`src/hw/tilemap_pkg.sv`:
```
/*
 * Tile scroll layer shared definitions
 * Layout constants and bus, VRAM, palette and beam position records
 */
`default_nettype none

package tilemap_pkg;

    localparam int VRAM_AW    = 10;   // 1K word tile map
    localparam int HTOTAL     = 384;  // Pixels per line
    localparam int VTOTAL     = 264;  // Lines per frame
    localparam int HVIS       = 256;
    localparam int VVIS_START = 16;
    localparam int VVIS_END   = 239;
    localparam int CEN_DIV    = 4;    // Clocks per pixel
    localparam int SCRCOL     = 32;   // Score area ends here
    localparam int PIPE_DLY   = 6;    // hdump to pxl latency

    // Wishbone classic request from the CPU side
    typedef struct packed {
        logic        cyc;
        logic        stb;
        logic        we;
        logic [11:0] adr;
        logic [7:0]  dat;
    } wb_req_t;

    typedef struct packed {
        logic [1:0]         we;    // High lane is tile code
        logic [VRAM_AW-1:0] addr;
        logic [7:0]         data;
    } vram_wr_t;

    typedef struct packed {
        logic       we;
        logic [7:0] addr;
        logic [3:0] data;
    } pal_wr_t;

    // Attribute byte, MSB first
    typedef struct packed {
        logic [1:0] code_msb;
        logic       vflip;
        logic       hflip;
        logic [3:0] pal;
    } tile_attr_t;

    typedef struct packed {
        logic [8:0] hdump;
        logic [7:0] vdump;
        logic       lhbl;   // High in active line
        logic       lvbl;   // High in active frame
    } vid_pos_t;

endpackage

`default_nettype wire

```
`src/hw/tile_bus_decode.sv`:
```
/*
 * Wishbone slave for the tile layer
 * Decodes VRAM, scroll and palette accesses, single-cycle ack
 */
`timescale 1ns/10ps
`default_nettype none

module tile_bus_decode (
    input  logic                            clk,
    input  logic                            rst,
    input  tilemap_pkg::wb_req_t            wb_req,
    output logic [7:0]                      wb_dat_r,
    output logic                            wb_ack,
    output tilemap_pkg::vram_wr_t           vram_wr,
    output logic [tilemap_pkg::VRAM_AW-1:0] vram_cpu_addr,
    input  logic [15:0]                     vram_cpu_q,
    output logic                            scr_we,
    input  logic [7:0]                      scr_q,
    output tilemap_pkg::pal_wr_t            pal_wr
);
    import tilemap_pkg::*;

    logic req;
    logic held;      // Request already acked, waiting for stb to drop
    logic start;     // First cycle of a new request
    logic wr;
    logic sel_vram;
    logic sel_scr;
    logic sel_pal;
    logic hi_lane;   // Tile code byte

    assign req   = wb_req.cyc & wb_req.stb;
    assign start = req & ~wb_ack & ~held;
    assign wr    = start & wb_req.we;

    always_ff @(posedge clk or posedge rst) begin
        if (rst) begin
            wb_ack <= 1'b0;
            held   <= 1'b0;
        end else begin
            wb_ack <= start;
            held   <= req & (held | wb_ack);  // Cleared once the master lets go
        end
    end

    // Address map
    assign sel_vram = ~wb_req.adr[11];              // 0x000-0x7FF
    assign sel_scr  = wb_req.adr == 12'h800;
    assign sel_pal  = wb_req.adr[11:8] == 4'hC;     // 0xC00-0xCFF
    assign hi_lane  = wb_req.adr[10];

    assign vram_wr.we    = {2{wr & sel_vram}} & {hi_lane, ~hi_lane};
    assign vram_wr.addr  = wb_req.adr[VRAM_AW-1:0];
    assign vram_wr.data  = wb_req.dat;
    assign vram_cpu_addr = wb_req.adr[VRAM_AW-1:0];  // Word lands in the ack cycle

    assign scr_we = wr & sel_scr;

    assign pal_wr.we   = wr & sel_pal;
    assign pal_wr.addr = wb_req.adr[7:0];
    assign pal_wr.data = wb_req.dat[3:0];

    // Read data, valid while wb_ack is high
    always_comb begin
        if (sel_vram) begin
            wb_dat_r = hi_lane ? vram_cpu_q[15:8] : vram_cpu_q[7:0];
        end else if (sel_scr) begin
            wb_dat_r = scr_q;
        end else begin
            wb_dat_r = 8'd0;  // Palette is write only
        end
    end

endmodule

`default_nettype wire

```
`config.mk`:
```
export PLATFORM = sky130hd
export DESIGN_NAME = tile_bus_decode
export DESIGN_NICKNAME = d
export VERILOG_FILES = /design/src/hw/tilemap_pkg.sv /design/src/hw/tile_bus_decode.sv
export SDC_FILE = /design/constraint.sdc
export NUM_CORES = 1
export LEC_CHECK = 0
export BUFFER_PORTS_ARGS = -buffer_cell sky130_fd_sc_hd__buf_2
export CAP_MARGIN = 30
export CORE_UTILIZATION = 30
export DETAILED_ROUTE_END_ITERATION = 8
export PLACE_DENSITY = 0.86
export RECOVER_POWER = 50
export SLEW_MARGIN = 20
export SYNTH_ARGS = -nofsm -noshare
export SYNTH_HDL_FRONTEND = slang
export SYNTH_SLANG_ARGS = --single-unit
```
`constraint.sdc`:
```
create_clock -name clk -period 3.85 [get_ports clk]
set_input_delay 0.5775 -clock clk [delete_from_list [all_inputs] [get_ports clk]]
set_output_delay 0.5775 -clock clk [all_outputs]
set_load 0.02 [all_outputs]
```
==> flow_metrics.py <==
metrics = {
    "sta": {
        "tns_ns": 0,
        "finalClockSkew_ns": 0.00497,
        "tightest_slew_ns": 0.280,
        "max_freq_mhz": 372,
        "slew_viol_final": 0,
        "maxSlewHeadroom_pct": 81.3,
        "fin_crit_sh_pct": 69.9,
        "finalHoldViolCount": 0,
        "setup_violations": 0,
        "period_needed_ns": 2.69,
        "rsz0062_at_grt": "no",
    },
    "setup_path": {
        "cp_num_buf_inv": 2,
        "path_max_fanout": 11,
        "cp.arrival_ns": 2.11,
        "worst-path-stages": 5,
        "cpMaxStageDelayCell": "or4_1",
        "start_kind": "input port",
        "max_stage_delay_ns": 0.57,
        "cp_data_required_time_ns": 3.27,
        "cp-startpoint": "wb_req[18]",
        "cpMostUsedCell": "buf_2",
        "path_delay_family": "simple AND/OR/NAND/NOR gates",
        "cp-end-kind": "output pin",
        "path_class": "input port to output pin",
        "rr_worst_depth": 1,
        "worstReg2RegStart": "wb_ack",
        "worstPathCellList": "buf_2 -> or4_1 -> and4bb_2 -> o2bb2ai_1 -> buf_2",
    },
    "cells_and_area": {
        "final_nets": 168,
        "layoutNonFillerInstCount": 142,
        "fill_cells": 200,
        "drive_above_1_share_pct": 64.1,
        "diodes": 0,
        "final_cell_mix": "buf_2, clkbuf_1, mux2i_1, o2bb2ai_1",
        "layout_commonest_cell": "buf_2",
        "syn2layout_area_growth_pct": 21.1,
    },
    "global_routing": {
        "grt_use_total_pct": 12.4,
        "antenna_found_initial": 0,
        "grt_max_degree": 12,
        "gr-total-overflow": 0,
        "grt_pass1_wl_um": 1860,
        "grt_pass1_vias": 469,
    },
    "die": {
        "core_area_mm2": 0.00182,
        "die_x_um": 47.1,
        "fp.dieArea_mm2": 0.00222,
        "initial_utilization_pct": 33.5,
        "row_count": 15,
        "pin_count": 102,
        "dieHeight_um": 47.1,
    },
    "clock_tree": {
        "cts_buffers": 3,
        "clock_sinks": 2,
        "worst_skew_pair.late_latency_ns": 0.23,
        "postCtsSetupRepairBufs": 0,
        "post_cts_resized": 0,
        "postCtsHoldBufs": 0,
        "cts_buffer_depth": 2,
        "h-tree-depth": 1,
        "cts_tree": "done",
        "cts_root_buf": "clkbuf_4",
        "clk_pin_slew_ns": 0.03,
    },
    "routing": {
        "wl_met1_um": 573,
        "drtAntennaViolNets": 0,
        "routed_wirelength_um": 1450,
        "vias": 625,
        "vias_per_cell": 4.40,
        "drt_iter0_markers": 3,
        "wl_per_cell_um": 10.2,
        "met3RoutedLength_um": 159,
        "drc": 0,
        "dr.pass1.iters": 3,
        "top_layer": "met3",
        "wl_met2_um": 712,
    },
    "synth": {
        "synth_area_um2": 611,
        "ys_seq_area_share_pct": 8.20,
        "synth_area_leaders": "buf_4, mux2i_1, o2bb2ai_1",
        "syn-num-nets": 125,
        "yosys_warnings": 0,
        "synth_top_area_share_pct": 50.4,
        "synth_fa_ha_area_share_pct": 0,
        "yosysUniqueCellTypes": 15,
        "avgSynthCellArea_um2": 8.03,
        "synth_top_family_by_area": "buffers and inverters",
        "synth_top_area_cell": "buf_4",
        "synth_compound_area_share_pct": 13.1,
        "synth-simple-area-share_pct": 13.3,
        "synthCells": 76,
        "ys_ff_latch": 2,
        "synth_mux_area_share_pct": 13.1,
        "synth-xor-area-share_pct": 0,
    },
    "placement": {
        "io_buffers": 81,
        "place_inst": 139,
        "gp_congestion": 0.639,
        "hpwl_um": 1280,
    },
    "pwr": {
        "p_leak_nw": 0.436,
        "ir_worst_vdd_mv": 0.0853,
        "power_density_mw_per_mm2": 211,
    },
    "flow_run": {
        "maxCapViolations": 0,
    },
    "status": {
        "outcome": "finished, final reports clean",
    },
    "min_path": {
        "holdCritPathClass": "input port to asynchronous set/reset pin",
    },
}
==> metal layers <==
layer	vias to the layer above	GRT usage, %
met2	61	23.6
met1	257	11.4
met4	0	6.86
li1	307	-
met3	0	4.23
met5	-	0
==> power by group <==
part / switching, mW / leakage [nW] / total (mW) / internal [mW]
clock network: 0.0123 / 0.0138 / 0.0467 / 0.0344
logic: 0.0523 / 0.396 / 0.0869 / 0.0346
registers: 0.000553 / 0.0269 / 0.0227 / 0.0221
total: 0.0651 / 0.436 / 0.156 / 0.0912
==> cells in the mapped netlist <==
master,count
and4bb_2,2
buf_4,41
clkbuf_1,2
dfrtp_1,2
inv_1,1
mux2i_1,8
nand2_1,2
nand3_1,1
nor2_1,3
nor3_1,2
nor4_1,1
o211a_1,1
o2bb2ai_1,8
or3b_2,1
or4_1,1
==> path summary, 6_finish.rpt <==
| check | end | slack (ns) |
|---|---|---|
| max | wb_dat_r[6] | 1.16 |
| min reg2reg | held | 0.49 |
| max reg2reg | wb_ack | 3.08 |
| max in group asynchronous | held | 3.54 |
| min in group clk | held | 0.49 |
| min | wb_ack | 0.19 |
==> cell families (layout without fill, tap and decap cells) <==
family                 after synthesis  count (layout)
AOI/OAI and AO/OA                    9               9
DFF                                  2               2
and+or+nand+nor                     13              13
muxes                                8               8
buffers and inverters               44              85
==> through the flow <==
step / worst slack, ns / power [mW] / hold slack [ns] / area (um2) / util [%]
3_5_place_dp: 1.14 / 0.113 / 0.429 / 732 / 40.2
5_1_grt: 1.05 / 0.170 / 0.183 / 739 / 40.6
3_3_place_gp: 1.15 / 0.111 / 0.422 / 732 / 40.2
6_report: 1.16 / 0.156 / 0.193 / 739 / 40.6
4_1_cts: 1.14 / 0.163 / 0.183 / 754 / 41.4
2_1_floorplan: 1.47 / 0.108 / 0.319 / 611 / -
==> final cells by class <==
| cell class | count | area (um2) | share of cell area, % |
|---|---|---|---|
| tap | 25 | 31.3 | 4.23 |
| sequential | 2 | 50.0 | 6.77 |
| clock buffer | 3 | 22.5 | 3.05 |
| inverter | 1 | 3.75 | 0.508 |
| multi-input combinational | 30 | 241 | 32.7 |
| timing repair buffer | 81 | 390 | 52.8 |
==> state kept, by name (all words and copies together), names as in the netlist <==
signal	flops
held	1
wb_ack	1
Power figures use the tool's default switching activity.
