$ cat config.mk
export PLATFORM = sky130hd
export DESIGN_NAME = tile_palette
export DESIGN_NICKNAME = d
export VERILOG_FILES = /design/src/hw/tilemap_pkg.sv /design/src/hw/tile_palette.sv
export SDC_FILE = /design/constraint.sdc
export NUM_CORES = 1
export LEC_CHECK = 0
export ABC_AREA = 1
export BUFFER_PORTS_ARGS = -buffer_cell sky130_fd_sc_hd__buf_2
export CORE_MARGIN = 1.5
export CORE_UTILIZATION = 45
export DETAILED_ROUTE_END_ITERATION = 12
export GPL_TIMING_DRIVEN = 1
export SYNTH_ARGS = -nofsm -noshare
export SYNTH_HDL_FRONTEND = slang
export SYNTH_SLANG_ARGS = --single-unit
$ cat constraint.sdc
create_clock -name clk -period 3.58 [get_ports clk]
set_input_delay 0.179 -clock clk [delete_from_list [all_inputs] [get_ports clk]]
set_output_delay 0.179 -clock clk [all_outputs]
set_load 0.01 [all_outputs]
$ cat src/hw/tilemap_pkg.sv
/*
 * Tile scroll layer shared definitions
 * Layout constants and bus, VRAM, palette and beam position records
 */
`default_nettype none

package tilemap_pkg;

    localparam int VRAM_AW    = 10;   // 1K word tile map
    localparam int HTOTAL     = 384;  // Pixels per line
    localparam int VTOTAL     = 264;  // Lines per frame
    localparam int HVIS       = 256;
    localparam int VVIS_START = 16;
    localparam int VVIS_END   = 239;
    localparam int CEN_DIV    = 4;    // Clocks per pixel
    localparam int SCRCOL     = 32;   // Score area ends here
    localparam int PIPE_DLY   = 6;    // hdump to pxl latency

    // Wishbone classic request from the CPU side
    typedef struct packed {
        logic        cyc;
        logic        stb;
        logic        we;
        logic [11:0] adr;
        logic [7:0]  dat;
    } wb_req_t;

    typedef struct packed {
        logic [1:0]         we;    // High lane is tile code
        logic [VRAM_AW-1:0] addr;
        logic [7:0]         data;
    } vram_wr_t;

    typedef struct packed {
        logic       we;
        logic [7:0] addr;
        logic [3:0] data;
    } pal_wr_t;

    // Attribute byte, MSB first
    typedef struct packed {
        logic [1:0] code_msb;
        logic       vflip;
        logic       hflip;
        logic [3:0] pal;
    } tile_attr_t;

    typedef struct packed {
        logic [8:0] hdump;
        logic [7:0] vdump;
        logic       lhbl;   // High in active line
        logic       lvbl;   // High in active frame
    } vid_pos_t;

endpackage

`default_nettype wire

$ cat src/hw/tile_palette.sv
/*
 * Tile palette PROM, 256 x 4
 * CPU writable, read registered on the pixel enable
 */
`timescale 1ns/10ps
`default_nettype none

module tile_palette (
    input  logic                 clk,
    input  logic                 pxl_cen,
    input  tilemap_pkg::pal_wr_t pal_wr,
    input  logic [7:0]           pal_addr,   // {pal, nibble}
    output logic [3:0]           pxl
);

    logic [3:0] mem [0:255];

    always_ff @(posedge clk) begin
        if (pal_wr.we) begin
            mem[pal_wr.addr] <= pal_wr.data;
        end
        // One pixel of latency
        if (pxl_cen) begin
            pxl <= mem[pal_addr];
        end
    end

endmodule

`default_nettype wire

==> reports/metrics.yaml, run 1 <==
synth-edff-count: 1028
outcome: "complete, no violations"
synthCells: 3720
grtUsageTotal_pct: 22.9
r2r_cells: 12
syn2layout_area_growth_pct: 10.0
crit_path_max_fanout: 158
yosysSeqAreaShare_pct: 72.0
clk_path_buf_depth: 3
worstSetupPathType: "in2reg"
nets: 3688
use_met2_pct: 35.7
routed_via_density: 5.52
crit_arrival_ns: 3.54
max_freq_mhz: 335
drive_gt1_share_pct: 6.42
cts.reportedPaths.clkPinSlew_ns: 0.06
slew-limit-headroom_pct: 26.0
leakagePower_nw: 16.2
synthTopCellsByArea: "edfxtp_1 72%, nand3_1 12%, nand2_1 9.9%, nor2_1 2.5%, buf_6 1.5%"
grt_pass1_vias: 26900
htreeDepth: 3
dr.pass1.iters: 5
fin_crit_ns: 2.99
hp-class: "in2reg"
critPathCapture: "pxl[2]"
holdWs_ns: 0.125
drt_iter0_drc: 2863
dp_hpwl_um: 62600
routed_wl_um: 111000
syn_area_sq_mm: 0.0429
die_x_um: 312
placement.io_buffers: 26
met3_usage_pct: 5.08
top_usage_layer: "met2"
cts.sinks: 1028
die_area_sq_mm: 0.0971
initial_core_util_pct: 45.3
cap_violations: 0
root_buffer: "clkbuf_16"
yosysWarnings: 0
yosysMostFrequentCell: "nand2_1"
rsz0062_at_grt: "false"
setup_viol: 0
cts_tree: "done"
ir_drop_mv: 0.406
core_sq_mm: 0.0947
r2r-start: "mem[139][2]"
r2r_end: "pxl[2]"
synth-main-ff-cell: "edfxtp_1"
rrSetupSlack_ns: 0.69
min_from: "pal_wr[3]"
synth_top_cell_area_share_pct: 72.0
crit_start: "pal_addr[0]"
ios: 27
cts_resized: 0
grtUsageMet1_pct: 31.8
num_rows: 113
cts_made_buffers: 104
die_y_um: 312
layout_worst_path_cycle_share_pct: 83.4
ys_seq_elements: 1028
syn_nets: 3743
power_density_mw_per_mm2: 539
cp.required_ns: 4.13
slew_violations: 0
end_kind: "flip-flop"
dr_total_vias: 27700
grt_max_degree: 169
grt_overflow: 0
grt_pass1_wl_um: 167000
finalHoldViolations: 0
postSynthAreaPerCell_sq_um: 11.5
ys_types: 13
synth_top_area_cell: "edfxtp_1"
asyncSetResetFlopFracSynth_pct: 0
routabilityCongestion: 0.828
ys_top_cells_by_count: "1127 x nand2_1, 1028 x edfxtp_1, 987 x nand3_1"
finalSetupTns_ns: 0
grt_antenna_before_repair: 6
p_total_mw: 25.4
worst_slew_pin_slew_ns: 1.11
clkLatencyLatePin_ns: 0.68
worst_setup_path_start_kind: "primary input"
drc_errors: 0
wl_per_cell_um: 22.2
ant_nets: 0
fillCellCount: 8399
fin_worst_skew_ns: 0.0286
-- state kept, by name, summed over array words and instances, names as in the netlist --
signal and count:
mem 1024, pxl 4
-- routing by layer --
layer	vias to the layer above	wire length, um
li1	13000	-
met1	13500	48000
met2	977	50600
met3	210	9010
met4	14	3670
met5	-	98
-- report_power, final --
part / internal [mW] / switching (mW) / total, mW
clock: 6.07 / 4.56 / 10.6
combinational: 0.376 / 1.13 / 1.51
sequential: 13.3 / 0.0148 / 13.3
total: 19.7 / 5.71 / 25.4
-- area by class of cell --
type	instances	area, sq um	area share [%]
Sequential cell	1028	30900	65.4
Clock buffer	126	2730	5.78
Timing Repair Buffer	95	981	2.08
Antenna cell	2	5.00	0.0106
Inverter	39	173	0.366
Multi-Input combinational cell	2397	10200	21.7
Tap cell	1265	1580	3.36
Clock inverter	68	591	1.25
-- metrics by stage --
| step | instances | cell area [sq um] | setup slack (ns) | util [%] |
|---|---|---|---|---|
| 2_1_floorplan | 3720 | 42900 | 2.07 | - |
| 3_3_place_gp | 4819 | 43800 | 1.03 | 46.2 |
| 3_5_place_dp | 4819 | 43800 | 1.04 | 46.2 |
| 4_1_cts | 5018 | 47200 | 0.730 | 49.8 |
| 5_1_grt | 5019 | 47200 | 0.455 | 49.8 |
| 6_report | 5020 | 47200 | 0.593 | 49.8 |
-- how the worst min path moves through the flow --
stage / endpoint / cells after the start
after detailed placement: pxl[1] / 1
after CTS: mem[202][3] / 1
after global placement: pxl[1] / 1
final: mem[202][3] / 1
after global routing: mem[202][3] / 1
after floorplan: mem[0][0] / 0
-- logic make-up after synthesis --
kind of cell           count (synthesis)  share of synthesized area [%]
and+or+nand+nor                     2397                           23.9
DFF                                 1028                           72.0
buffers and inverters                295                           4.11
-- cell usage in the layout (no fill, tap or decap), types with 4 or more instances in the layout --
| cell | count |
|---|---|
| nor2_1 | 283 |
| clkinv_1 | 31 |
| inv_1 | 35 |
| dlygate4sd3_1 | 5 |
| buf_2 | 19 |
| edfxtp_1 | 1028 |
| buf_12 | 21 |
| clkinv_2 | 17 |
| clkbuf_1 | 20 |
| bufinv_16 | 9 |
| clkinvlp_4 | 6 |
| nand3_1 | 987 |
| clkbuf_16 | 106 |
| buf_4 | 44 |
| clkbuf_8 | 4 |
| nand2_2 | 4 |
| nand2_1 | 1123 |
-- repair_timing --
item / 4_1_cts / 5_1_grt
hold buffers: 5 / 0
setup buffers: 0 / 0
hold endpoints to repair: 8 / 0
-- worst max-delay path: stages --
cell and delay (ns):
buf_8 0.19, inv_16 0.38, buf_4 0.49, nand2_1 0.12, nand3_1 0.09, nand3_1 0.06, nand3_1 0.14, nand3_1 0.07
nand2_1 0.13, nand2_1 0.09, nand3_1 0.09, nand3_1 0.07, dlygate4sd3_1 0.57, nand2_1 0.07, dlygate4sd3_1 0.54
Power figures use the tool's default switching activity.
==> inputs of run 2 (changes only) <==
--- a/config.mk
+++ b/config.mk
@@ -5,7 +5,7 @@
 export SDC_FILE = /design/constraint.sdc
 export NUM_CORES = 1
 export LEC_CHECK = 0
-export ABC_AREA = 1
+export ABC_AREA = 0
 export BUFFER_PORTS_ARGS = -buffer_cell sky130_fd_sc_hd__buf_2
 export CORE_MARGIN = 1.5
 export CORE_UTILIZATION = 45
==> constraint.sdc (replaced) <==
create_clock -name clk -period 3 [get_ports clk]
set_input_delay 0.15 -clock clk [delete_from_list [all_inputs] [get_ports clk]]
set_output_delay 0.15 -clock clk [all_outputs]
set_load 0.01 [all_outputs]
==> reports/metrics.yaml, run 2 <==
outcome: "complete, no violations"
synthCells: 2051
core_sq_mm: 0.0899
syn2layout_area_growth_pct: 13.0
htreeDepth: 3
synth-main-ff-cell: "edfxtp_1"
ys_top_cells_by_count: "1028 x edfxtp_1, 275 x nor2_1, 250 x mux4_2"
die_x_um: 304
initial_core_util_pct: 45.3
final_area_sq_mm: 0.0460
die_area_sq_mm: 0.0923
crit_arrival_ns: 2.84
fin_crit_ns: 2.45
ys_types: 41
syn_area_sq_mm: 0.0407
clkLatencyLatePin_ns: 0.67
dr_total_vias: 20400
ys_seq_elements: 1028
yosysSeqAreaShare_pct: 75.8
dpl.cell_count: 3233
slew-limit-headroom_pct: 30.3
grt_pass1_vias: 21100
leakagePower_nw: 14.2
drc_errors: 0
setup_viol: 0
asyncSetResetFlopFracSynth_pct: 0
root_buffer: "clkbuf_16"
grtUsageTotal_pct: 21.3
die_y_um: 304
synth_top_area_cell: "edfxtp_1"
yosysWarnings: 0
cts.reportedPaths.clkPinSlew_ns: 0.06
nets: 2186
ant_nets: 0
finalSetupTns_ns: 0
cts_tree: "done"
clk_path_buf_depth: 3
fin_worst_skew_ns: 0.0261
layout_worst_path_cycle_share_pct: 81.5
cap_violations: 0
grt_max_degree: 104
drive_gt1_share_pct: 24.2
dp_hpwl_um: 61900
largest_reg_flops: 1024
worst_slew_pin_slew_ns: 1.04
cp.required_ns: 3.39
rsz0062_at_grt: "false"
placement.io_buffers: 26
grt_pass1_wl_um: 144000
ir_drop_mv: 0.447
num_rows: 110
yosysMostFrequentCell: "edfxtp_1"
crit_path_max_fanout: 1
synth-edff-count: 1028
worst_setup_path_start_kind: "flip-flop"
end_kind: "flip-flop"
dr.pass1.iters: 6
holdWs_ns: 0.0164
worstSetupPathType: "reg2reg"
synthTopCellsByArea: "edfxtp_1 76%, mux4_2 14%, nor2_1 2.5%, mux2i_1 1.6%, clkbuf_1 0.63%"
postSynthAreaPerCell_sq_um: 19.9
num_antenna_cells: 0
max_freq_mhz: 409
ios: 27
power_density_mw_per_mm2: 649
top_regs: "mem x1024, pxl x4"
postCtsSetupBuffers: 0
syn_nets: 2074
cts.sinks: 1028
routed_via_density: 5.97
fin_cells: 3423
routabilityCongestion: 0.842
slew_violations: 0
cts_made_buffers: 102
wl_per_cell_um: 28.4
hp-class: "in2reg"
grt_antenna_before_repair: 2
regMostFlops: "mem"
mostFrequentLayoutCells: "1028 x edfxtp_1, 275 x nor2_1, 250 x mux4_2, 105 x clkbuf_16, 90 x buf_4"
drt_iter0_drc: 2267
placed_cell_area_sq_mm: 0.0427
routed_wl_um: 97200
synth_top_cell_area_share_pct: 75.8
grt_overflow: 0
finalHoldViolations: 0
layout.cells.most_common: "edfxtp_1"
-- run 2: cell count changes after synthesis, sizes merged, moves of 15 or more --
cell,before,now
nor2b,0,26
mux2i,0,65
clkbuf,53,68
nand4,0,15
nand3,987,39
inv,39,2
buf,203,60
mux4,0,250
nand2,1127,55
o21ai,0,16
a22oi,0,32
-- run 2: through the flow --
stage / util, % / power, mW / worst slack [ns]
detailed placement: 47.5 / 17.7 / 0.121
finish: 51.2 / 29.9 / 0.554
global route: 51.2 / 30.7 / 0.506
CTS: 51.2 / 30.1 / 0.597
floorplan: - / 17.0 / 0.784
global placement: 47.5 / 17.6 / 0.131
-- run 2: routing by layer --
layer | part of all wire, % | up-vias | GRT usage [%]
met5 | 0.014 | - | 0
met4 | 2.0 | 2 | 5.49
met3 | 8.1 | 140 | 3.40
met2 | 48 | 900 | 33.9
met1 | 42 | 10800 | 30.9
li1 | - | 8625 | -
-- run 2: repair_timing --
action / 4_1_cts / 5_1_grt
gates resized for setup: 0 / 0
hold buffers: 2 / 0
endpoints found under the hold margin: 45 / 0
-- run 2: cell families (layout without fill, tap and decap cells) --
kind of cell           after synthesis  after routing  share of synthesized area, %
buffers and inverters              130            326                          1.71
multiplexers                       321            321                          15.6
AND/OR/NAND/NOR                    447            447                          4.73
AO/OA/AOI/OAI                      125            125                          2.15
flip-flops                        1028           1028                          75.8
-- run 2: report_power, final --
part | internal (mW) | switching, mW | leakage [nW]
Sequential | 15.8 | 0.0161 | 9.24
Combinational | 0.564 | 0.934 | 3.36
Clock | 7.15 | 5.36 | 1.58
Total | 23.6 | 6.31 | 14.2
-- run 2: final timing paths --
| check | start | end | slack (ns) | cells after the start |
|---|---|---|---|---|
| setup reg to reg | mem[38][1] | pxl[1] | 0.55 | 6 |
| hold / removal | pal_wr[3] | mem[243][3] | 0.02 | 1 |
| hold reg to reg | mem[78][1] | pxl[1] | 1.04 | 5 |
| setup / recovery | mem[38][1] | pxl[1] | 0.55 | 6 |
-- run 2: worst max-delay path, cell delays in order (launching register included) --
cell and delay [ns]:
edfxtp_1 0.38, mux4_2 0.49, mux4_2 0.50, nand2_1 0.13, nand2_1 0.10, nor3_1 0.44, o211ai_1 0.14
-- run 2: final cells by class --
type	count	area, sq um
timing repair buffer	136	1250
multi-input combinational	893	9150
fill	7065	43900
inverter	2	7.51
clock buffer	117	2670
tap	1176	1470
clock inverter	71	602
sequential	1028	30900
