--- config.mk ---
export PLATFORM = sky130hd
export DESIGN_NAME = tile_scroll_layer
export DESIGN_NICKNAME = d
export VERILOG_FILES = /design/src/hw/tilemap_pkg.sv /design/src/hw/tile_scroll_layer.sv
export SDC_FILE = /design/constraint.sdc
export NUM_CORES = 1
export LEC_CHECK = 0
export BUFFER_PORTS_ARGS = -buffer_cell sky130_fd_sc_hd__buf_2
export CAP_MARGIN = 25
export CORE_MARGIN = 1.5
export CORE_UTILIZATION = 54
export DETAILED_ROUTE_END_ITERATION = 10
export PLACE_DENSITY_LB_ADDON = 0.12
export REMOVE_ABC_BUFFERS = 1
export SETUP_SLACK_MARGIN = 0.2
export SLEW_MARGIN = 20
export SYNTH_ARGS = -nofsm -noshare
export SYNTH_HDL_FRONTEND = slang
export SYNTH_SLANG_ARGS = --single-unit
--- constraint.sdc ---
create_clock -name clk -period 6.15 [get_ports clk]
set_clock_uncertainty 0.2 [all_clocks]
set_input_delay 1.23 -clock clk [delete_from_list [all_inputs] [get_ports clk]]
set_output_delay 1.23 -clock clk [all_outputs]
set_load 0.03 [all_outputs]
--- src/hw/tilemap_pkg.sv ---
/*
 * Tile scroll layer shared definitions
 * Layout constants and bus, VRAM, palette and beam position records
 */
`default_nettype none

package tilemap_pkg;

    localparam int VRAM_AW    = 10;   // 1K word tile map
    localparam int HTOTAL     = 384;  // Pixels per line
    localparam int VTOTAL     = 264;  // Lines per frame
    localparam int HVIS       = 256;
    localparam int VVIS_START = 16;
    localparam int VVIS_END   = 239;
    localparam int CEN_DIV    = 4;    // Clocks per pixel
    localparam int SCRCOL     = 32;   // Score area ends here
    localparam int PIPE_DLY   = 6;    // hdump to pxl latency

    // Wishbone classic request from the CPU side
    typedef struct packed {
        logic        cyc;
        logic        stb;
        logic        we;
        logic [11:0] adr;
        logic [7:0]  dat;
    } wb_req_t;

    typedef struct packed {
        logic [1:0]         we;    // High lane is tile code
        logic [VRAM_AW-1:0] addr;
        logic [7:0]         data;
    } vram_wr_t;

    typedef struct packed {
        logic       we;
        logic [7:0] addr;
        logic [3:0] data;
    } pal_wr_t;

    // Attribute byte, MSB first
    typedef struct packed {
        logic [1:0] code_msb;
        logic       vflip;
        logic       hflip;
        logic [3:0] pal;
    } tile_attr_t;

    typedef struct packed {
        logic [8:0] hdump;
        logic [7:0] vdump;
        logic       lhbl;   // High in active line
        logic       lvbl;   // High in active frame
    } vid_pos_t;

endpackage

`default_nettype wire

--- src/hw/tile_scroll_layer.sv ---
/*
 * Tile scroll layer
 * Column scroll, tile map fetch, graphics ROM addressing
 * and 4-bit pixel shifter feeding the palette
 */
`timescale 1ns/10ps
`default_nettype none

module tile_scroll_layer (
    input  logic                            clk,
    input  logic                            rst,
    input  logic                            pxl_cen,
    input  tilemap_pkg::vid_pos_t           vpos,
    input  logic                            flip,
    input  logic                            scr_we,
    input  logic [7:0]                      scr_din,
    output logic [7:0]                      scr_q,
    output logic [tilemap_pkg::VRAM_AW-1:0] vram_addr,
    input  logic [15:0]                     vram_q,
    output logic [12:0]                     rom_addr,
    input  logic [31:0]                     rom_data,
    output logic [7:0]                      pal_addr
);
    import tilemap_pkg::*;

    logic [7:0]  hdf;        // Column index after flip
    logic [7:0]  vline;      // Line index after flip, before scroll
    logic [7:0]  vscr;       // Source line of current column
    logic        score;      // Column inside fixed score area
    logic [7:0]  code;
    tile_attr_t  attr;
    logic        fetch_hf;   // Held from ROM address to data load
    logic [3:0]  fetch_pal;
    logic        cur_hf;     // Tile being shifted out
    logic [3:0]  cur_pal;
    logic [31:0] pxl_data;

    // Flipped columns run backwards, offset by 3 to keep tile alignment
    assign hdf   = flip ? (~vpos.hdump[7:0] - 8'd3) : vpos.hdump[7:0];
    assign vline = {8{flip}} ^ vpos.vdump;
    assign score = flip ? (hdf < 8'(SCRCOL)) : (vpos.hdump < 9'(SCRCOL));

    assign code = vram_q[15:8];
    assign attr = vram_q[7:0];

    // Scroll register and per-column source line
    always_ff @(posedge clk or posedge rst) begin
        if (rst) begin
            scr_q <= 8'd0;
            vscr  <= 8'd0;
        end else begin
            if (scr_we) begin
                scr_q <= scr_din;
            end
            if (score) begin
                vscr <= vline;                   // Score columns never scroll
            end else begin
                vscr <= vline + scr_q + 8'd1;    // Wraps mod 256
            end
        end
    end

    // 32 x 32 tile map, row then column
    assign vram_addr = {vscr[7:3], hdf[7:3]};

    // Per 8-pixel group: address at 0, data at 4, then shift
    always_ff @(posedge clk) begin
        if (pxl_cen) begin
            if (vpos.hdump[2:0] == 3'd0) begin
                rom_addr  <= {attr.code_msb, code, vscr[2:0] ^ {3{attr.vflip}}};
                fetch_hf  <= attr.hflip ^ flip;
                fetch_pal <= attr.pal;
            end
            if (vpos.hdump[2:0] == 3'd4) begin
                pxl_data <= rom_data;    // ROM has had 4 pixel periods
                cur_hf   <= fetch_hf;
                cur_pal  <= fetch_pal;
            end else if (cur_hf) begin
                pxl_data <= pxl_data >> 4;
            end else begin
                pxl_data <= pxl_data << 4;
            end
        end
    end

    // Mirrored tiles start from the low nibble
    assign pal_addr = {cur_pal, cur_hf ? pxl_data[3:0] : pxl_data[31:28]};

endmodule

`default_nettype wire

==> flow_summary.toml, run 1 <==
[outcome]
status = "finished clean"

[synth]
syn_area_um2 = 3485
yosysMostFrequentCell = "edfxtp_1"
synth_top_cell_by_area = "edfxtp_1"
synth-seq-cells = 71
yosys.area.top_type_share = 0.4740
ys_warn_count = 0
synth-seq-area-share = 0.5889
ys_async_sr_fraction = 0.2254
netlist_instances = 287
synth_edf_count = 55
avgSynthCellArea_um2 = 12.14
synth_area_leaders = "edfxtp_1 (47%), dfrtp_1 (11%), mux2i_1 (7.2%)"
ys_types = 31
synth_flop_cell = "edfxtp_1"
synth_common_cells = "edfxtp_1 (55), nand2_1 (45), o21ai_0 (35)"

[timing]
max_slew_margin = 0.4452
hold_viol = 0
fmax_mhz = 276.8
period_share = 0.5875
worst_pin_slew_ns = 0.8322
slew_viol_final = 0
min_period_ns = 3.613
setup_tns_ns = 0
rsz0062_at_grt = "no"
setup_viol = 0

[clocking]
post_cts_buffers = 0
cts.hold.buffers_added = 0
cts_buffer_depth = 2
h-tree-depth = 3
tritoncts = "built"
cts_resized = 0
cts_buffers = 9
clockRootBuffer = "clkbuf_8"
cts.sinks = 71
path_clk_slew_ns = 0.07
clock_latency_ns = 0.33

[worst_hold_path]
hold_depth = 0
hold_class = "reg2reg"

[worst_setup_path]
cp.required_ns = 4.72
cp-end-kind = "output port"
crit_type = "in2out"
r2r_cells = 9
path_max_fanout = 4
reg2reg_slack_ns = 3.90
r2r_end = "vscr[6]$_DFF_PP0_"
critPathLaunchType = "input pin"
r2r_start = "scr_q[0]$_DFFE_PP0P_"
crit_path_end = "vram_addr[4]"
arrival_ns = 2.18
critPathLaunch = "vpos[11]"

[floorplan]
num_rows = 29
start_util = 0.5551
io_pins = 119
fp.dieW_um = 83.33
die-area_um2 = 6944
die_y_um = 83.33
design.core.area_um2 = 6277

[pwr]
switchingPower_mw = 0.3259
ir_worst_vdd_uv = 152.1
powerDensity_nw_per_um2 = 274.8
p_int_mw = 0.8472
p_leak_nw = 1.838
swShare = 0.2778
p_clk_frac = 0.296
power_frac_comb = 0.202
seq_power_share = 0.502

[finish]
fillers = 497
syn2layout_area_growth_pct = 22.51
drive_above_1_share = 0.3657
nNetsFinal = 486
diodes = 0
design_area_um2 = 4269

[routing]
antenna_left = 0
wl_per_cell_um = 13.74
viasPerCell = 5.063
post-route-drc-count = 0
dr.pass1.iters = 4
drt-initial-drc-count = 131
vias = 2425
wirelength_um = 6581

[global_routing]
grt_use_total = 0.2002
grt_first_pass_wirelength_um = 10760
antenna_found_initial = 0
grt_max_degree = 66
grt_pass1_vias = 2398
gr-total-overflow = 0

[place]
gp_congestion = 0.8328
portBuffers = 116
dp_hpwl_um = 4785
placed_cell_area_um2 = 4090

[job]
maxCapViolations = 0
## final cells by class
cell class | count | area [um^2] | share of cell area
multi-input combinational | 191 | 1313 | 0.3074
tap | 77 | 96.34 | 0.02257
clock buffer | 11 | 131.4 | 0.03077
inverter | 5 | 18.77 | 0.004396
clock inverter | 4 | 47.55 | 0.01114
timing repair buffer | 120 | 610.6 | 0.1430
sequential | 71 | 2052 | 0.4807
## state kept, by name, summed over array words and instances, names as in the netlist
signal	cells
rom_addr	13
pxl_data	32
fetch_pal	4
vscr	8
fetch_hf	1
cur_hf	1
cur_pal	4
scr_q	8
## metal layers
metal,wire [um],up-vias,global-route usage
li1,-,1238,-
met1,2861,1113,0.2415
met2,3246,64,0.3415
met3,338,10,0.04672
met4,134,0,0.09091
met5,0,-,0
## critical path: stages
cell,delay (ns)
buf_2,0.13
o2111a_1,0.30
nand3_1,0.10
nand2_1,0.06
xnor2_1,0.14
buf_2,0.21
## power groups by stage
stage / logic (mW) / registers [mW] / clock network, mW
global route: 0.262 / 0.594 / 0.374
detailed placement: 0.239 / 0.599 / 0
global placement: 0.231 / 0.599 / 0
floorplan: 0.113 / 0.640 / 0
CTS: 0.240 / 0.589 / 0.358
finish: 0.237 / 0.589 / 0.347
## logic make-up after synthesis
family | synth area share
multiplexers | 0.1117
AO/OA/AOI/OAI | 0.08007
adder cells (fa/ha/maj) | 0.03088
flip-flops | 0.5889
AND/OR/NAND/NOR | 0.09049
buffers and inverters | 0.03770
XOR/XNOR | 0.06033
## stage by stage
stage | power, mW | util | hold WS, ns | worst slack (ns) | std cells
4_1_cts | 1.186 | 0.6801 | 0.2175 | 2.519 | 479
3_5_place_dp | 0.8379 | 0.6516 | 0.2045 | 2.537 | 464
5_1_grt | 1.230 | 0.6801 | 0.2227 | 2.412 | 479
6_report | 1.173 | 0.6801 | 0.2138 | 2.537 | 479
2_1_floorplan | 0.7532 | - | 0.2003 | 0.9181 | 267
3_3_place_gp | 0.8297 | 0.6516 | 0.2014 | 2.557 | 464
## how the worst min path moves through the flow
stage | from | endpoint | slack [ns]
after floorplan | fetch_hf$_DFFE_PP_ | cur_hf$_DFFE_PP_ | 0.20
after global placement | fetch_pal[1]$_DFFE_PP_ | cur_pal[1]$_DFFE_PP_ | 0.20
after detailed placement | fetch_pal[2]$_DFFE_PP_ | cur_pal[2]$_DFFE_PP_ | 0.20
after CTS | fetch_hf$_DFFE_PP_ | cur_hf$_DFFE_PP_ | 0.22
after global routing | fetch_hf$_DFFE_PP_ | cur_hf$_DFFE_PP_ | 0.22
final | fetch_hf$_DFFE_PP_ | cur_hf$_DFFE_PP_ | 0.21
## cells in the final DEF (no fill, tap or decap), types with 3 or more instances in the layout
cell      count
ha_1          7
buf_2       116
edfxtp_1     55
mux2i_1      25
buf_4         4
clkbuf_8      9
a211oi_1      3
mux2_2       11
nor2_1        8
a21oi_1       9
dfrtp_1      16
nand2_1      45
xor2_1       15
nand2b_1      7
inv_1         5
o21ai_0      35
xnor2_1       9
nand3_1       3
Power figures use the tool's default switching activity.
==> run 2, diff against run 1 <==
Settings changed: CORE_UTILIZATION 54 to 50.
Clock period 6.15 ns to 3.35 ns, I/O delays scaled along.
==> run 2 against run 1 <==
Power is 87% higher. Clock power is 93% higher. Cell count is 1.3% higher. Setup slack worse by 1.8 ns. Sequential power is 83% higher. Register-to-register slack worse by 2.7 ns. Largest power group unchanged. Cell area is 0.82% higher. Count of clock-buffer cells in the layout is 2 lower. First-iteration DRC count is 14% lower. Sequential cell count stayed put.
==> flow_summary.toml, run 2 (synthesis results as in run 1) <==
[floorplan]
die-area_um2 = 7479
io_pins = 119
num_rows = 30
design.core.area_um2 = 6756
die_y_um = 86.48
start_util = 0.5157
fp.dieW_um = 86.48

[worst_setup_path]
crit_type = "in2reg"
path_cells = "buf_2 > xnor2_1 > ha_1 > inv_1 > fa_1 > a21oi_1 > o211ai_1 > a21oi_1 > xor2_1 > a21oi_1"
cp-end-kind = "flop"
critPathLaunchType = "input pin"
arrival_ns = 2.62
reg2reg_slack_ns = 1.19
cpPeakStageDelay_ns = 0.40
path_depth = 10
critPathBufInv = 2
critical_path.most_common_cell = "a21oi_1"
cp.required_ns = 3.35
cp_top_family = "compound AO/OA/AOI/OAI gates"
r2r_end = "vscr[6]$_DFF_PP0_"
slowest_stage = "fa_1"
r2r_start = "scr_q[0]$_DFFE_PP0P_"
path_max_fanout = 16
r2r_cells = 9

[pwr]
p_leak_nw = 1.860
power_frac_comb = 0.201
seq_power_share = 0.493
ir_worst_vdd_uv = 283.9
powerDensity_nw_per_um2 = 508.9
p_int_mw = 1.562
swShare = 0.2868
power_mw = 2.190
p_clk_frac = 0.306
switchingPower_mw = 0.6282

[clocking]
clock_latency_ns = 0.33
h-tree-depth = 3
cts_buffer_depth = 2
cts_buffers = 9
clockRootBuffer = "clkbuf_8"
cts.hold.buffers_added = 0
cts.sinks = 71
path_clk_slew_ns = 0.08
tritoncts = "built"
cts_resized = 0
post_cts_buffers = 0

[finish]
layout_commonest_cell = "buf_2"
design_area_um2 = 4304
nNetsFinal = 488
syn2layout_area_growth_pct = 23.52
drive_above_1_share = 0.3778
final_cell_mix = "buf_2 (116), edfxtp_1 (55), nand2_1 (45), o21ai_0 (35), mux2i_1 (25)"
fillers = 558
top_regs = "pxl_data: 32 flops, rom_addr: 13 flops"
regMostFlops = "pxl_data"
largest_reg_flops = 32
diodes = 0
fin_util = 0.6370

[timing]
hold_viol = 0
fmax_mhz = 382.5
rsz0062_at_grt = "no"
slew_viol_final = 0
setup_tns_ns = 0
min_period_ns = 2.615
period_share = 0.7805
setup_viol = 0
max_slew_margin = 0.5578
worst_pin_slew_ns = 0.6633

[global_routing]
antenna_found_initial = 0
grt_use_total = 0.1867
gr-total-overflow = 0
busiest_layer = "met2"
grt_use_met1 = 0.2443
grt_max_degree = 43
gr-usage-met3 = 0.04286
grt_pass1_vias = 2279
grtUsageMet2 = 0.2983
grt_first_pass_wirelength_um = 10660

[routing]
wl_per_cell_um = 13.92
antenna_left = 0
vias = 2410
post-route-drc-count = 0
viasPerCell = 4.969
drt-initial-drc-count = 113
wirelength_um = 6750
dr.pass1.iters = 4

[outcome]
status = "finished clean"

[place]
gp_congestion = 0.8156
placed_cell_area_um2 = 4109
portBuffers = 116
dp_hpwl_um = 4838

[job]
maxCapViolations = 0

[worst_hold_path]
hold_class = "in2async"
## run 2: cell count changes in the layout (fill, tap and decap cells not counted)
cell      before  now
clkinv_1       1    0
clkbuf_1       2    0
buf_4          4    6
clkinv_2       1    3
inv_6          0    1
clkinv_4       1    2
## run 2: cell type report
class | count | area [um^2] | area share
tap | 80 | 100.1 | 0.02326
multi-input combinational | 191 | 1313 | 0.3049
clock inverter | 7 | 71.32 | 0.01657
inverter | 5 | 18.77 | 0.004360
sequential | 71 | 2052 | 0.4767
timing repair buffer | 122 | 625.6 | 0.1453
clock buffer | 9 | 123.9 | 0.02878
## run 2: worst max path at each step
| stage | from | to | slack (ns) |
|---|---|---|---|
| floorplan | vpos[11] | cur_hf$_DFFE_PP_ | -1.32 |
| global placement | flip | vscr[6]$_DFF_PP0_ | 0.43 |
| detailed placement | flip | vscr[6]$_DFF_PP0_ | 0.39 |
| CTS | flip | vscr[6]$_DFF_PP0_ | 0.74 |
| global route | flip | vscr[6]$_DFF_PP0_ | 0.54 |
| finish | flip | vscr[6]$_DFF_PP0_ | 0.74 |
## run 2: power groups by stage
| stage | clock, mW | sequential, mW | combinational, mW |
|---|---|---|---|
| 3_3_place_gp | 0 | 1.10 | 0.432 |
| 5_1_grt | 0.720 | 1.09 | 0.484 |
| 2_1_floorplan | 0 | 1.18 | 0.207 |
| 3_5_place_dp | 0 | 1.10 | 0.442 |
| 4_1_cts | 0.687 | 1.08 | 0.444 |
| 6_report | 0.671 | 1.08 | 0.440 |
## run 2: per-layer routing
metal	part of all wire	wire length, um	vias up
li1	-	-	1248
met5	0	0	-
met4	0.019	125	0
met3	0.049	330	12
met2	0.48	3245	64
met1	0.45	3049	1086
## run 2: metrics by stage
step | hold WS (ns) | instances | worst slack, ns
after floorplan | 0.2003 | 267 | -1.322
after global placement | 0.2008 | 469 | 0.4329
after detailed placement | 0.2062 | 469 | 0.3893
after CTS | 0.2107 | 485 | 0.7389
after global routing | 0.2298 | 485 | 0.5390
final | 0.1984 | 485 | 0.7353
