==> config.mk <==
export PLATFORM = sky130hd
export DESIGN_NAME = video_timing
export DESIGN_NICKNAME = d
export VERILOG_FILES = /design/src/hw/tilemap_pkg.sv /design/src/hw/video_timing.sv
export SDC_FILE = /design/constraint.sdc
export NUM_CORES = 1
export LEC_CHECK = 0
export ABC_AREA = 1
export BUFFER_PORTS_ARGS = -buffer_cell sky130_fd_sc_hd__buf_2
export CAP_MARGIN = 20
export CORE_MARGIN = 3
export CORE_UTILIZATION = 45
export CTS_CLUSTER_DIAMETER = 100
export DETAILED_ROUTE_END_ITERATION = 16
export GPL_ROUTABILITY_DRIVEN = 0
export PLACE_DENSITY = 0.66
export SYNTH_ARGS = -nofsm -noshare
export SYNTH_HDL_FRONTEND = slang
export SYNTH_SLANG_ARGS = --single-unit
==> constraint.sdc <==
create_clock -name clk -period 2.7 [get_ports clk]
set_input_delay 0.405 -clock clk [delete_from_list [all_inputs] [get_ports clk]]
set_output_delay 0.405 -clock clk [all_outputs]
set_load 0.1 [all_outputs]
==> src/hw/tilemap_pkg.sv <==
/*
 * Tile scroll layer shared definitions
 * Layout constants and bus, VRAM, palette and beam position records
 */
`default_nettype none

package tilemap_pkg;

    localparam int VRAM_AW    = 10;   // 1K word tile map
    localparam int HTOTAL     = 384;  // Pixels per line
    localparam int VTOTAL     = 264;  // Lines per frame
    localparam int HVIS       = 256;
    localparam int VVIS_START = 16;
    localparam int VVIS_END   = 239;
    localparam int CEN_DIV    = 4;    // Clocks per pixel
    localparam int SCRCOL     = 32;   // Score area ends here
    localparam int PIPE_DLY   = 6;    // hdump to pxl latency

    // Wishbone classic request from the CPU side
    typedef struct packed {
        logic        cyc;
        logic        stb;
        logic        we;
        logic [11:0] adr;
        logic [7:0]  dat;
    } wb_req_t;

    typedef struct packed {
        logic [1:0]         we;    // High lane is tile code
        logic [VRAM_AW-1:0] addr;
        logic [7:0]         data;
    } vram_wr_t;

    typedef struct packed {
        logic       we;
        logic [7:0] addr;
        logic [3:0] data;
    } pal_wr_t;

    // Attribute byte, MSB first
    typedef struct packed {
        logic [1:0] code_msb;
        logic       vflip;
        logic       hflip;
        logic [3:0] pal;
    } tile_attr_t;

    typedef struct packed {
        logic [8:0] hdump;
        logic [7:0] vdump;
        logic       lhbl;   // High in active line
        logic       lvbl;   // High in active frame
    } vid_pos_t;

endpackage

`default_nettype wire

==> src/hw/video_timing.sv <==
/*
 * Video timing
 * Pixel clock enable, beam counters and blanking flags
 */
`timescale 1ns/10ps
`default_nettype none

module video_timing (
    input  logic                  clk,
    input  logic                  rst,
    output logic                  pxl_cen,
    output tilemap_pkg::vid_pos_t vpos
);
    import tilemap_pkg::*;

    logic [1:0] cen_cnt;
    logic [8:0] hcnt;
    logic [8:0] vcnt;   // 264 lines need a ninth bit

    // Divide clk down to the pixel rate
    always_ff @(posedge clk or posedge rst) begin
        if (rst) begin
            cen_cnt <= '0;
        end else begin
            cen_cnt <= (cen_cnt == 2'(CEN_DIV - 1)) ? 2'd0 : cen_cnt + 2'd1;
        end
    end

    assign pxl_cen = cen_cnt == 2'(CEN_DIV - 1);  // First high on fourth clock

    always_ff @(posedge clk or posedge rst) begin
        if (rst) begin
            hcnt <= '0;
            vcnt <= '0;
        end else if (pxl_cen) begin
            if (hcnt == 9'(HTOTAL - 1)) begin
                hcnt <= '0;
                // Next line, wrap at end of frame
                vcnt <= (vcnt == 9'(VTOTAL - 1)) ? 9'd0 : vcnt + 9'd1;
            end else begin
                hcnt <= hcnt + 9'd1;
            end
        end
    end

    assign vpos.hdump = hcnt;
    assign vpos.vdump = vcnt[7:0];  // Lines 256+ alias into vblank
    assign vpos.lhbl  = hcnt < 9'(HVIS);
    assign vpos.lvbl  = (vcnt >= 9'(VVIS_START)) && (vcnt <= 9'(VVIS_END));

endmodule

`default_nettype wire

==> summary.txt, run 1 <==
Final layout
  – Final core area utilization: 53.5%
  – Share of cells above drive strength 1: approximately 22%
  – Synthesis-to-layout area growth: 8.51%
  – Multi-input gate area: around 600 sq um
  – FF+latch area: about 500 sq um
  – Cell Count, Final, Fillers Out: about 210
  – FILL cells: roughly 270
  – Layout Nets: 188
  – Antenna diodes: 0

Worst setup path
  – CP max-delay cell: dfrtp_1
  – Worst R2R Start: cen_cnt[0]
  – CP startpoint kind: flip-flop
  – Crit-path cells: nand3_1, inv_1, nand3b_1, nand2_1, a21oi_1, buf_2
  – CP top delay family: buffers and inverters
  – RR Endpoint: vcnt[8]
  – Worst reg2reg path depth: 8
  – Crit path kind: reg -> out
  – CP arrival: 1.72 ns
  – Max FO, Critical Path: 5
  – Buf/Inv on CP: 2
  – Crit end category: primary output
  – CP required: about 2.3 ns
  – R2R setup slack: 1.08 ns
  – Max incr delay on CP: between 0.4 and 0.5 ns

Clock tree
  – CTS resizes: 0
  – Clock Pin Slew Worst Setup and Hold Paths: 0.12 ns
  – Post-CTS Setup Bufs: 0
  – Clock sinks: 20
  – Cts hold-fix bufs: 0
  – CTS tree: built
  – H-tree depth: 1
  – Root Driver: clkbuf_4
  – Num CTS Buffers: 3
  – CTS max path bufs: 2
  – Clk Latency, worst-skew pair: just over 0.3 ns

Route
  – Post-detailed-route via-to-cell ratio: between 5 and 6
  – Antenna Nets Post-Route: 0
  – WL per Instance: 11.9 um
  – DR pass1 iterations: 4
  – DR iter-0 viols: 43
  – # DRC: 0
  – Total Wirelength: about 2500 um
  – DR vias: roughly 1,100

Die
  – Die span in x: a little under 60 um
  – I/O Pins: 22
  – Chip height: between 50 and 60 um
  – Rows: 18
  – Core area: approximately 2600 sq um
  – Initial Utilization: between 40% and 50%
  – Die area: 3480 sq um

GRT
  – Initial antenna violation count: 0
  – Total GRT Usage: 17.0%
  – Vias in the first global route: between 1,000 and 1,500
  – First-pass GRT wire length: between 4000 and 5000 um
  – Gr ovfl total: 0
  – Largest net degree at the start of global routing: 21

Placed design
  – DP HPWL: between 1500 and 2000 um
  – IO Port Bufs: 21
  – Placed Cells: 207

Timing
  – Period utilization: between 70% and 80%
  – Max Slew Vio Count: 0
  – Fmax: 471 MHz
  – TNS Setup: 0 ns
  – Relative slew slack: 49.1%
  – Final Critical Period: 2.12 ns
  – Final-report hold violation count: 0
  – Final clock skew: ~0.0038 ns
  – Setup-failing EPs final: 0
  – Least-Margin Pin Slew: around 0.76 ns
  – RSZ-0062 raised after global routing: no

Pwr
  – Switching power: approximately 110 uW
  – Clock Power Share: approximately 38%
  – Peak VDD IR: approximately 200 uV
  – Internal power: approximately 380 uW
  – Overall power: between 400 and 500 uW
  – Power density over the cells: roughly 360 nW/um^2
  – Leakage power total: between 0.8 and 0.9 nW
  – Combinational share of power: approximately 1.3%
  – Sw Share: a little over a fifth
  – Flop pwr share: between 60 and 70%

Logic synthesis
  – Ys flop type: dfrtp_1
  – Syn Area/Cell: ~7.7 sq um
  – Post-synthesis cell area: around 1300 sq um
  – Synth Register Bits: 20
  – Most frequent cells after synthesis: nand2_1, inv_1, dfrtp_1, nor2_1, nand3_1
  – Syn_nets: approximately 170
  – Area leader, netlist: dfrtp_1
  – Post-synth EDFFs: 0
  – Top post-synthesis cells by area: dfrtp_1, nand2_1, inv_1
  – Yosys cell types: 27
  – Mapped Cells: roughly 170
  – Top cell type's share of synthesized area: ~40%
  – Yosys warning count: 0
  – Synth async-reset ratio: 100%
  – Seq/Total Area, Yosys: roughly 40%
  – Top-count cell post-synth: nand2_1

Run
  – MaxCap Viol Count: 0

Run status
  – Outcome: complete, no violations

Worst hold path
  – Worst hold path class: in -> async
worst reg2reg max path, delay by kind of cell (launching register included):
kind          cells  cell delay (ns)
simple gates      7             0.72
fa+ha+maj         1             0.44
flops             1             0.37
flip-flops by register name, indices dropped and copies added (netlist names):
| signal | cells |
|---|---|
| cen_cnt | 2 |
| hcnt | 9 |
| vcnt | 9 |
worst max path at each step:
stage / slack (ns) / end / cells past startpoint / startpoint
after detailed placement: 0.93 / vpos[0] / 6 / vcnt[1]
after floorplan: 0.09 / vpos[0] / 5 / vcnt[2]
after global placement: 0.98 / vpos[0] / 6 / vcnt[2]
after CTS: 0.58 / vpos[0] / 6 / vcnt[1]
final: 0.58 / vpos[0] / 6 / vcnt[1]
after global routing: 0.45 / vpos[0] / 6 / vcnt[1]
cells in the final DEF (no fill, tap or decap), types with 3 or more instances in the layout:
cell and instances:
a21oi_1 4, buf_2 21, clkbuf_4 3, dfrtp_1 20, ha_1 4, inv_1 22
inv_2 3, nand2_1 47, nand3_1 12, nor2_1 15, o21ai_0 4, o21ai_1 3
xor2_1 4
routing by layer:
layer / vias up / GRT usage [%] / routed length (um)
met5: - / 0 / 0
met4: 0 / 7.12 / 41
met3: 5 / 3.05 / 147
met2: 35 / 26.0 / 1100
met1: 504 / 23.7 / 1220
li1: 536 / - / -
stage by stage:
step,instance area (sq um),worst slack (ns),hold slack [ns]
global route,1370,0.454,0.263
global placement,1340,0.980,0.412
floorplan,1260,0.0918,0.369
detailed placement,1340,0.930,0.417
finish,1370,0.577,0.207
CTS,1370,0.579,0.236
final cells by class:
class                   instances  area share [%]
well taps                      30            2.73
clock buffers                   4            2.64
repair buffers                 21            7.66
multi-input cells             111            43.7
flip-flops and latches         20            36.5
inverters                      25            6.84
power groups by stage:
stage / Combinational [mW] / Sequential, mW / Clock [mW]
global route: 0.00801 / 0.300 / 0.206
finish: 0.00637 / 0.299 / 0.184
floorplan: 0.00449 / 0.305 / 0
CTS: 0.00705 / 0.300 / 0.189
global placement: 0.00699 / 0.305 / 0
detailed placement: 0.00710 / 0.305 / 0
logic make-up after synthesis:
logic type	after synthesis	synth area share (%)
buf+inv	34	13.1
compound gates	13	5.54
xor+xnor	5	3.46
fa+ha+maj	4	3.96
flops	20	39.6
simple gates	89	34.4
(Power assumes the default switching activity.)
==> run 2: changes to the inputs <==
ABC_AREA = 0   (was 1)
PLACE_DENSITY = 0.68   (was 0.66)
clock period = 2.1 ns   (was 2.7 ns; I/O delays follow)
==> summary.txt, run 2 <==
Worst hold path
  – Worst hold path class: in -> async

Final layout
  – FILL cells: 186
  – Regs by FF count: hcnt (9), vcnt (9), cen_cnt (2)
  – Share of cells above drive strength 1: 33.6%
  – Design Area, Final: ~1200 sq um
  – Synthesis-to-layout area growth: 13.5%
  – Most frequent cells in the layout: buf_2, dfrtp_1, nand3_1, nor2_1, xnor2_1
  – Antenna diodes: 0
  – Cell Count, Final, Fillers Out: about 140
  – Most common cell after layout, fill and taps aside: buf_2
  – FF+latch area: between 500 and 600 sq um
  – Multi-input gate area: ~460 sq um
  – Final core area utilization: around 57%
  – Layout Nets: between 100 and 150

Logic synthesis
  – Ys flop type: dfrtp_1
  – Top cell type's share of synthesized area: 48.5%
  – Yosys cell types: 25
  – Post-Synth Adder-Cell Area: 4.85%
  – Synth Area in Simple Gates: approximately a fifth
  – Top post-synthesis cells by area: dfrtp_1, xnor2_1, buf_4
  – Seq/Total Area, Yosys: between 40% and 50%
  – Synth Register Bits: 20
  – Area leader, netlist: dfrtp_1
  – Post-synthesis xor/xnor area fraction: a little over 10%
  – Yosys warning count: 0
  – Top-count cell post-synth: dfrtp_1
  – Compound-Gate Fraction of Synth Area: roughly 6%
  – Post-synth EDFFs: 0
  – Mapped Cells: 98
  – Mux contribution to synthesized area: less than 1%
  – Most frequent cells after synthesis: dfrtp_1, nand3_1, nor2_1, xnor2_1, buf_4
  – Largest family of logic cells by synthesized area: simple AND/OR/NAND/NOR gates
  – Syn Area/Cell: around 11 sq um
  – Synth async-reset ratio: 100%
  – Syn_nets: approximately 100
  – Post-synthesis cell area: about 1000 sq um

Timing
  – RSZ-0062 raised after global routing: no
  – Final clock skew: approximately 0.0013 ns
  – Fmax: 514 MHz
  – Setup-failing EPs final: 0
  – TNS Setup: 0 ns
  – Period utilization: between 90% and 100%
  – Relative slew slack: between 50% and 60%
  – Final Critical Period: ~1.9 ns
  – Least-Margin Pin Slew: approximately 0.74 ns
  – Max Slew Vio Count: 0
  – Final-report hold violation count: 0

Worst setup path
  – CP arrival: 1.63 ns
  – Crit end category: primary output
  – CP required: roughly 1.8 ns
  – Crit path kind: reg -> out
  – Max FO, Critical Path: 5
  – CP startpoint kind: flip-flop

Placed design
  – IO Port Bufs: 21
  – DP HPWL: between 1000 and 1500 um
  – Placed Cells: 139
  – Placed instance area: roughly 1100 sq um

Clock tree
  – Clock Pin Slew Worst Setup and Hold Paths: 0.11 ns
  – CTS max path bufs: 2
  – CTS resizes: 1
  – CTS tree: built
  – Root Driver: clkbuf_4
  – Post-CTS Setup Bufs: 0
  – Cts hold-fix bufs: 0
  – Clk Latency, worst-skew pair: between 0.2 and 0.3 ns
  – Num CTS Buffers: 3
  – H-tree depth: 1
  – Clock sinks: 20

Pwr
  – Leakage power total: ~0.54 nW
  – Flop pwr share: about two thirds
  – Clock Power Share: 32.6%
  – Switching power: approximately 120 uW
  – Power density over the cells: approximately 500 nW/um^2
  – Internal power: around 460 uW
  – Peak VDD IR: ~350 uV
  – Combinational share of power: under 10%
  – Sw Share: roughly a fifth

GRT
  – Largest net degree at the start of global routing: 21
  – Total GRT Usage: between 10 and 15%
  – First-pass GRT wire length: 2920 um
  – Gr ovfl total: 0
  – Vias in the first global route: ~630
  – Initial antenna violation count: 0

Route
  – Total Wirelength: 1710 um
  – WL per Instance: between 10 and 15 um
  – Post-detailed-route via-to-cell ratio: just over 5
  – # DRC: 0
  – DR iter-0 viols: 16
  – DR vias: between 700 and 800
  – Antenna Nets Post-Route: 0
  – DR pass1 iterations: 4

Die
  – Die span in x: between 50 and 60 um
  – Initial Utilization: between 50% and 60%
  – Rows: 16
  – Chip height: roughly 54 um
  – I/O Pins: 22
  – Die area: 2900 sq um
  – Core area: ~2100 sq um

Run
  – MaxCap Viol Count: 0

Run status
  – Outcome: complete, no violations
## run 2: logic make-up (layout without fill, tap and decap cells)
group	count (synthesis)	in the layout
AO/OA/AOI/OAI	10	10
flip-flops	20	20
adder cells (fa/ha/maj)	4	4
XOR/XNOR	12	12
AND/OR/NAND/NOR	37	37
buffers and inverters	14	32
multiplexers	1	1
## run 2: final cells by class
class,count,share of cell area (%)
flip-flops and latches,20,43.6
multi-input cells,64,38.9
repair buffers,23,10.5
well taps,27,2.88
clock buffers,4,2.24
inverters,5,1.92
## run 2: layer usage
metal	track usage (%)	share of wire (%)	vias up	routed length [um]
met3	2.49	4.4	2	75
met5	0	0	-	0
met1	20.1	49	343	844
met2	19.8	45	11	776
met4	7.66	1.1	0	18
li1	-	-	366	-
## run 2: power by group through the flow
stage	Sequential (mW)	Combinational [mW]	Clock (mW)
5_1_grt	0.385	0.00977	0.208
4_1_cts	0.385	0.00906	0.201
6_report	0.385	0.00798	0.190
2_1_floorplan	0.392	0.00576	0
3_5_place_dp	0.392	0.00900	0
3_3_place_gp	0.392	0.00883	0
## run 2: critical path: stages (launching register included)
cell,delay [ns]
dfrtp_1,0.44
and3_1,0.24
a31oi_1,0.17
nor2_1,0.09
nor3_4,0.10
buf_4,0.30
## run 2: per-stage QoR
| step | setup WS, ns | hold WS (ns) | total power [mW] |
|---|---|---|---|
| after floorplan | 0.00584 | 0.279 | 0.398 |
| after global placement | 0.384 | 0.420 | 0.401 |
| after detailed placement | 0.342 | 0.433 | 0.401 |
| after CTS | 0.124 | 0.163 | 0.595 |
| after global routing | 0.0151 | 0.188 | 0.603 |
| final | 0.154 | 0.126 | 0.583 |
## run 2: final timing paths
path	startpoint	endpoint	slack [ns]	cells after the start
max reg2reg	cen_cnt[0]	vcnt[4]	0.42	6
min in group clk	cen_cnt[0]	cen_cnt[0]	0.44	1
min	rst	cen_cnt[0]	0.13	2
max	vcnt[2]	vpos[0]	0.15	5
min reg2reg	cen_cnt[0]	cen_cnt[0]	0.44	1
max in group asynchronous	rst	hcnt[8]	1.43	2
==> run 3: changes to the inputs <==
CELL_PAD_IN_SITES_DETAIL_PLACEMENT = 2   (was default)
CELL_PAD_IN_SITES_GLOBAL_PLACEMENT = 2   (was default)
CORE_UTILIZATION = 33   (was 45)
PLACE_DENSITY = 0.77   (was 0.68)
==> summary.txt, run 3 (synthesis gave the netlist of run 2 again) <==
Route
  – Post-detailed-route via-to-cell ratio: about 4.8
  – Top layer in use: met4
  – Antenna Nets Post-Route: 0
  – Total Wirelength: 2100 um
  – DR vias: 762
  – DR pass1 iterations: 3
  – DR iter-0 viols: 13
  – M1 wire length: roughly 1000 um
  – WL per Instance: about 13 um
  – # DRC: 0
  – WL met3: slightly above 90 um
  – Routed met2 length: around 980 um

Worst setup path
  – Crit path kind: reg -> out
  – Crit end category: primary output
  – CP required: roughly 1.8 ns
  – CP arrival: around 1.6 ns
  – Max FO, Critical Path: 5
  – CP startpoint kind: flip-flop

Pwr
  – Sw Share: 21.3%
  – Peak VDD IR: 288 uV
  – Combinational share of power: 1.9%
  – Internal power: between 400 and 500 uW
  – Switching power: around 130 uW
  – Leakage power total: approximately 0.55 nW
  – Clock Power Share: 32.6%
  – Overall power: ~590 uW
  – Flop pwr share: 65.5%
  – Power density over the cells: just under 500 nW/um^2

GRT
  – First-pass GRT wire length: 3640 um
  – Gr ovfl total: 0
  – Total GRT Usage: between 10% and 20%
  – Initial antenna violation count: 0
  – Vias in the first global route: approximately 790
  – Largest net degree at the start of global routing: 19

Timing
  – Final Critical Period: between 1.5 and 2 ns
  – Fmax: roughly 510 MHz
  – Final clock skew: 0.0131 ns
  – Setup-failing EPs final: 0
  – TNS Setup: 0 ns
  – RSZ-0062 raised after global routing: no
  – Max Slew Vio Count: 0
  – Least-Margin Pin Slew: roughly 0.49 ns
  – Relative slew slack: between 60 and 70%
  – Period utilization: 92.7%
  – Final-report hold violation count: 0

Placed design
  – DP HPWL: 1600 um
  – IO Port Bufs: 21

Run
  – MaxCap Viol Count: 0

Die
  – Core area: 2880 sq um
  – I/O Pins: 22
  – Chip height: between 60 and 70 um
  – Die span in x: approximately 62 um
  – Die area: ~3800 sq um
  – Rows: 19
  – Initial Utilization: a little over a third

Final layout
  – Final core area utilization: between 40% and 50%
  – Share of cells above drive strength 1: roughly 34%
  – Antenna diodes: 0
  – FILL cells: ~320
  – Synthesis-to-layout area growth: 17.3%
  – Most common cell after layout, fill and taps aside: buf_2
  – Most frequent cells in the layout: buf_2, dfrtp_1, nand3_1, nor2_1, xnor2_1
  – Layout Nets: roughly 130
  – Regs by FF count: hcnt (9), vcnt (9), cen_cnt (2)

Clock tree
  – Clock Pin Slew Worst Setup and Hold Paths: roughly 0.10 ns
  – H-tree depth: 1
  – CTS tree: built
  – Clock sinks: 20
  – Clk Latency, worst-skew pair: 0.31 ns
  – Num CTS Buffers: 3
  – CTS max path bufs: 2
  – Root Driver: clkbuf_4

Run status
  – Outcome: complete, no violations

Worst hold path
  – Worst hold path class: reg -> reg
run 3: layer usage:
layer	GRT usage (%)	up-vias
li1	-	366
met4	3.64	0
met2	20.6	14
met5	0	-
met3	3.72	4
met1	17.1	378
run 3: area by class of cell:
class	count	area [sq um]	area share, %
inverters	5	22.5	1.86
well taps	42	52.6	4.34
clock buffers	4	26.3	2.17
repair buffers	25	144	11.9
multi-input cells	64	455	37.6
flip-flops and latches	20	510	42.1
run 3: what timing repair did:
action                     in CTS  in global routing
setup endpoints to repair       1                  1
hold buffers                    1                  0
buffers inserted                0                  0
gates resized for setup         1                  1
cloned                          0                  0
hold endpoints to repair        5                  0
run 3: path summary, 6_finish.rpt:
kind,start,end,slack (ns),depth (start not counted)
min in group asynchronous,rst,vcnt[8],0.53,3
worst max register to register,cen_cnt[0],vcnt[7],0.41,6
worst min-delay path,cen_cnt[0],cen_cnt[0],0.44,1
worst min register to register,cen_cnt[0],cen_cnt[0],0.44,1
max in group asynchronous,rst,hcnt[0],1.04,4
worst max-delay path,vcnt[2],vpos[0],0.15,5
run 3: power by group through the flow:
stage          clock network [mW]  registers, mW  logic [mW]
2_1_floorplan                   0          0.392     0.00576
3_3_place_gp                    0          0.392      0.0107
3_5_place_dp                    0          0.392      0.0108
4_1_cts                     0.204          0.385      0.0122
5_1_grt                     0.220          0.385      0.0136
6_report                    0.191          0.385      0.0113
run 3: stage by stage:
stage          setup slack [ns]  hold WS (ns)  std cells  instance area, sq um
4_1_cts                  0.0761         0.448        160                  1210
3_5_place_dp              0.304         0.346        155                  1170
6_report                  0.153         0.443        160                  1210
5_1_grt                  0.0314         0.472        160                  1210
2_1_floorplan           0.00584         0.279         98                  1060
3_3_place_gp              0.373         0.334        155                  1170
run 3: worst max-delay path, stage by stage, from the launching register on:
cell and delay (ns):
dfrtp_1 0.44, and3_1 0.24, a31oi_1 0.19, nor2_1 0.09, nor3_4 0.12, buf_6 0.24
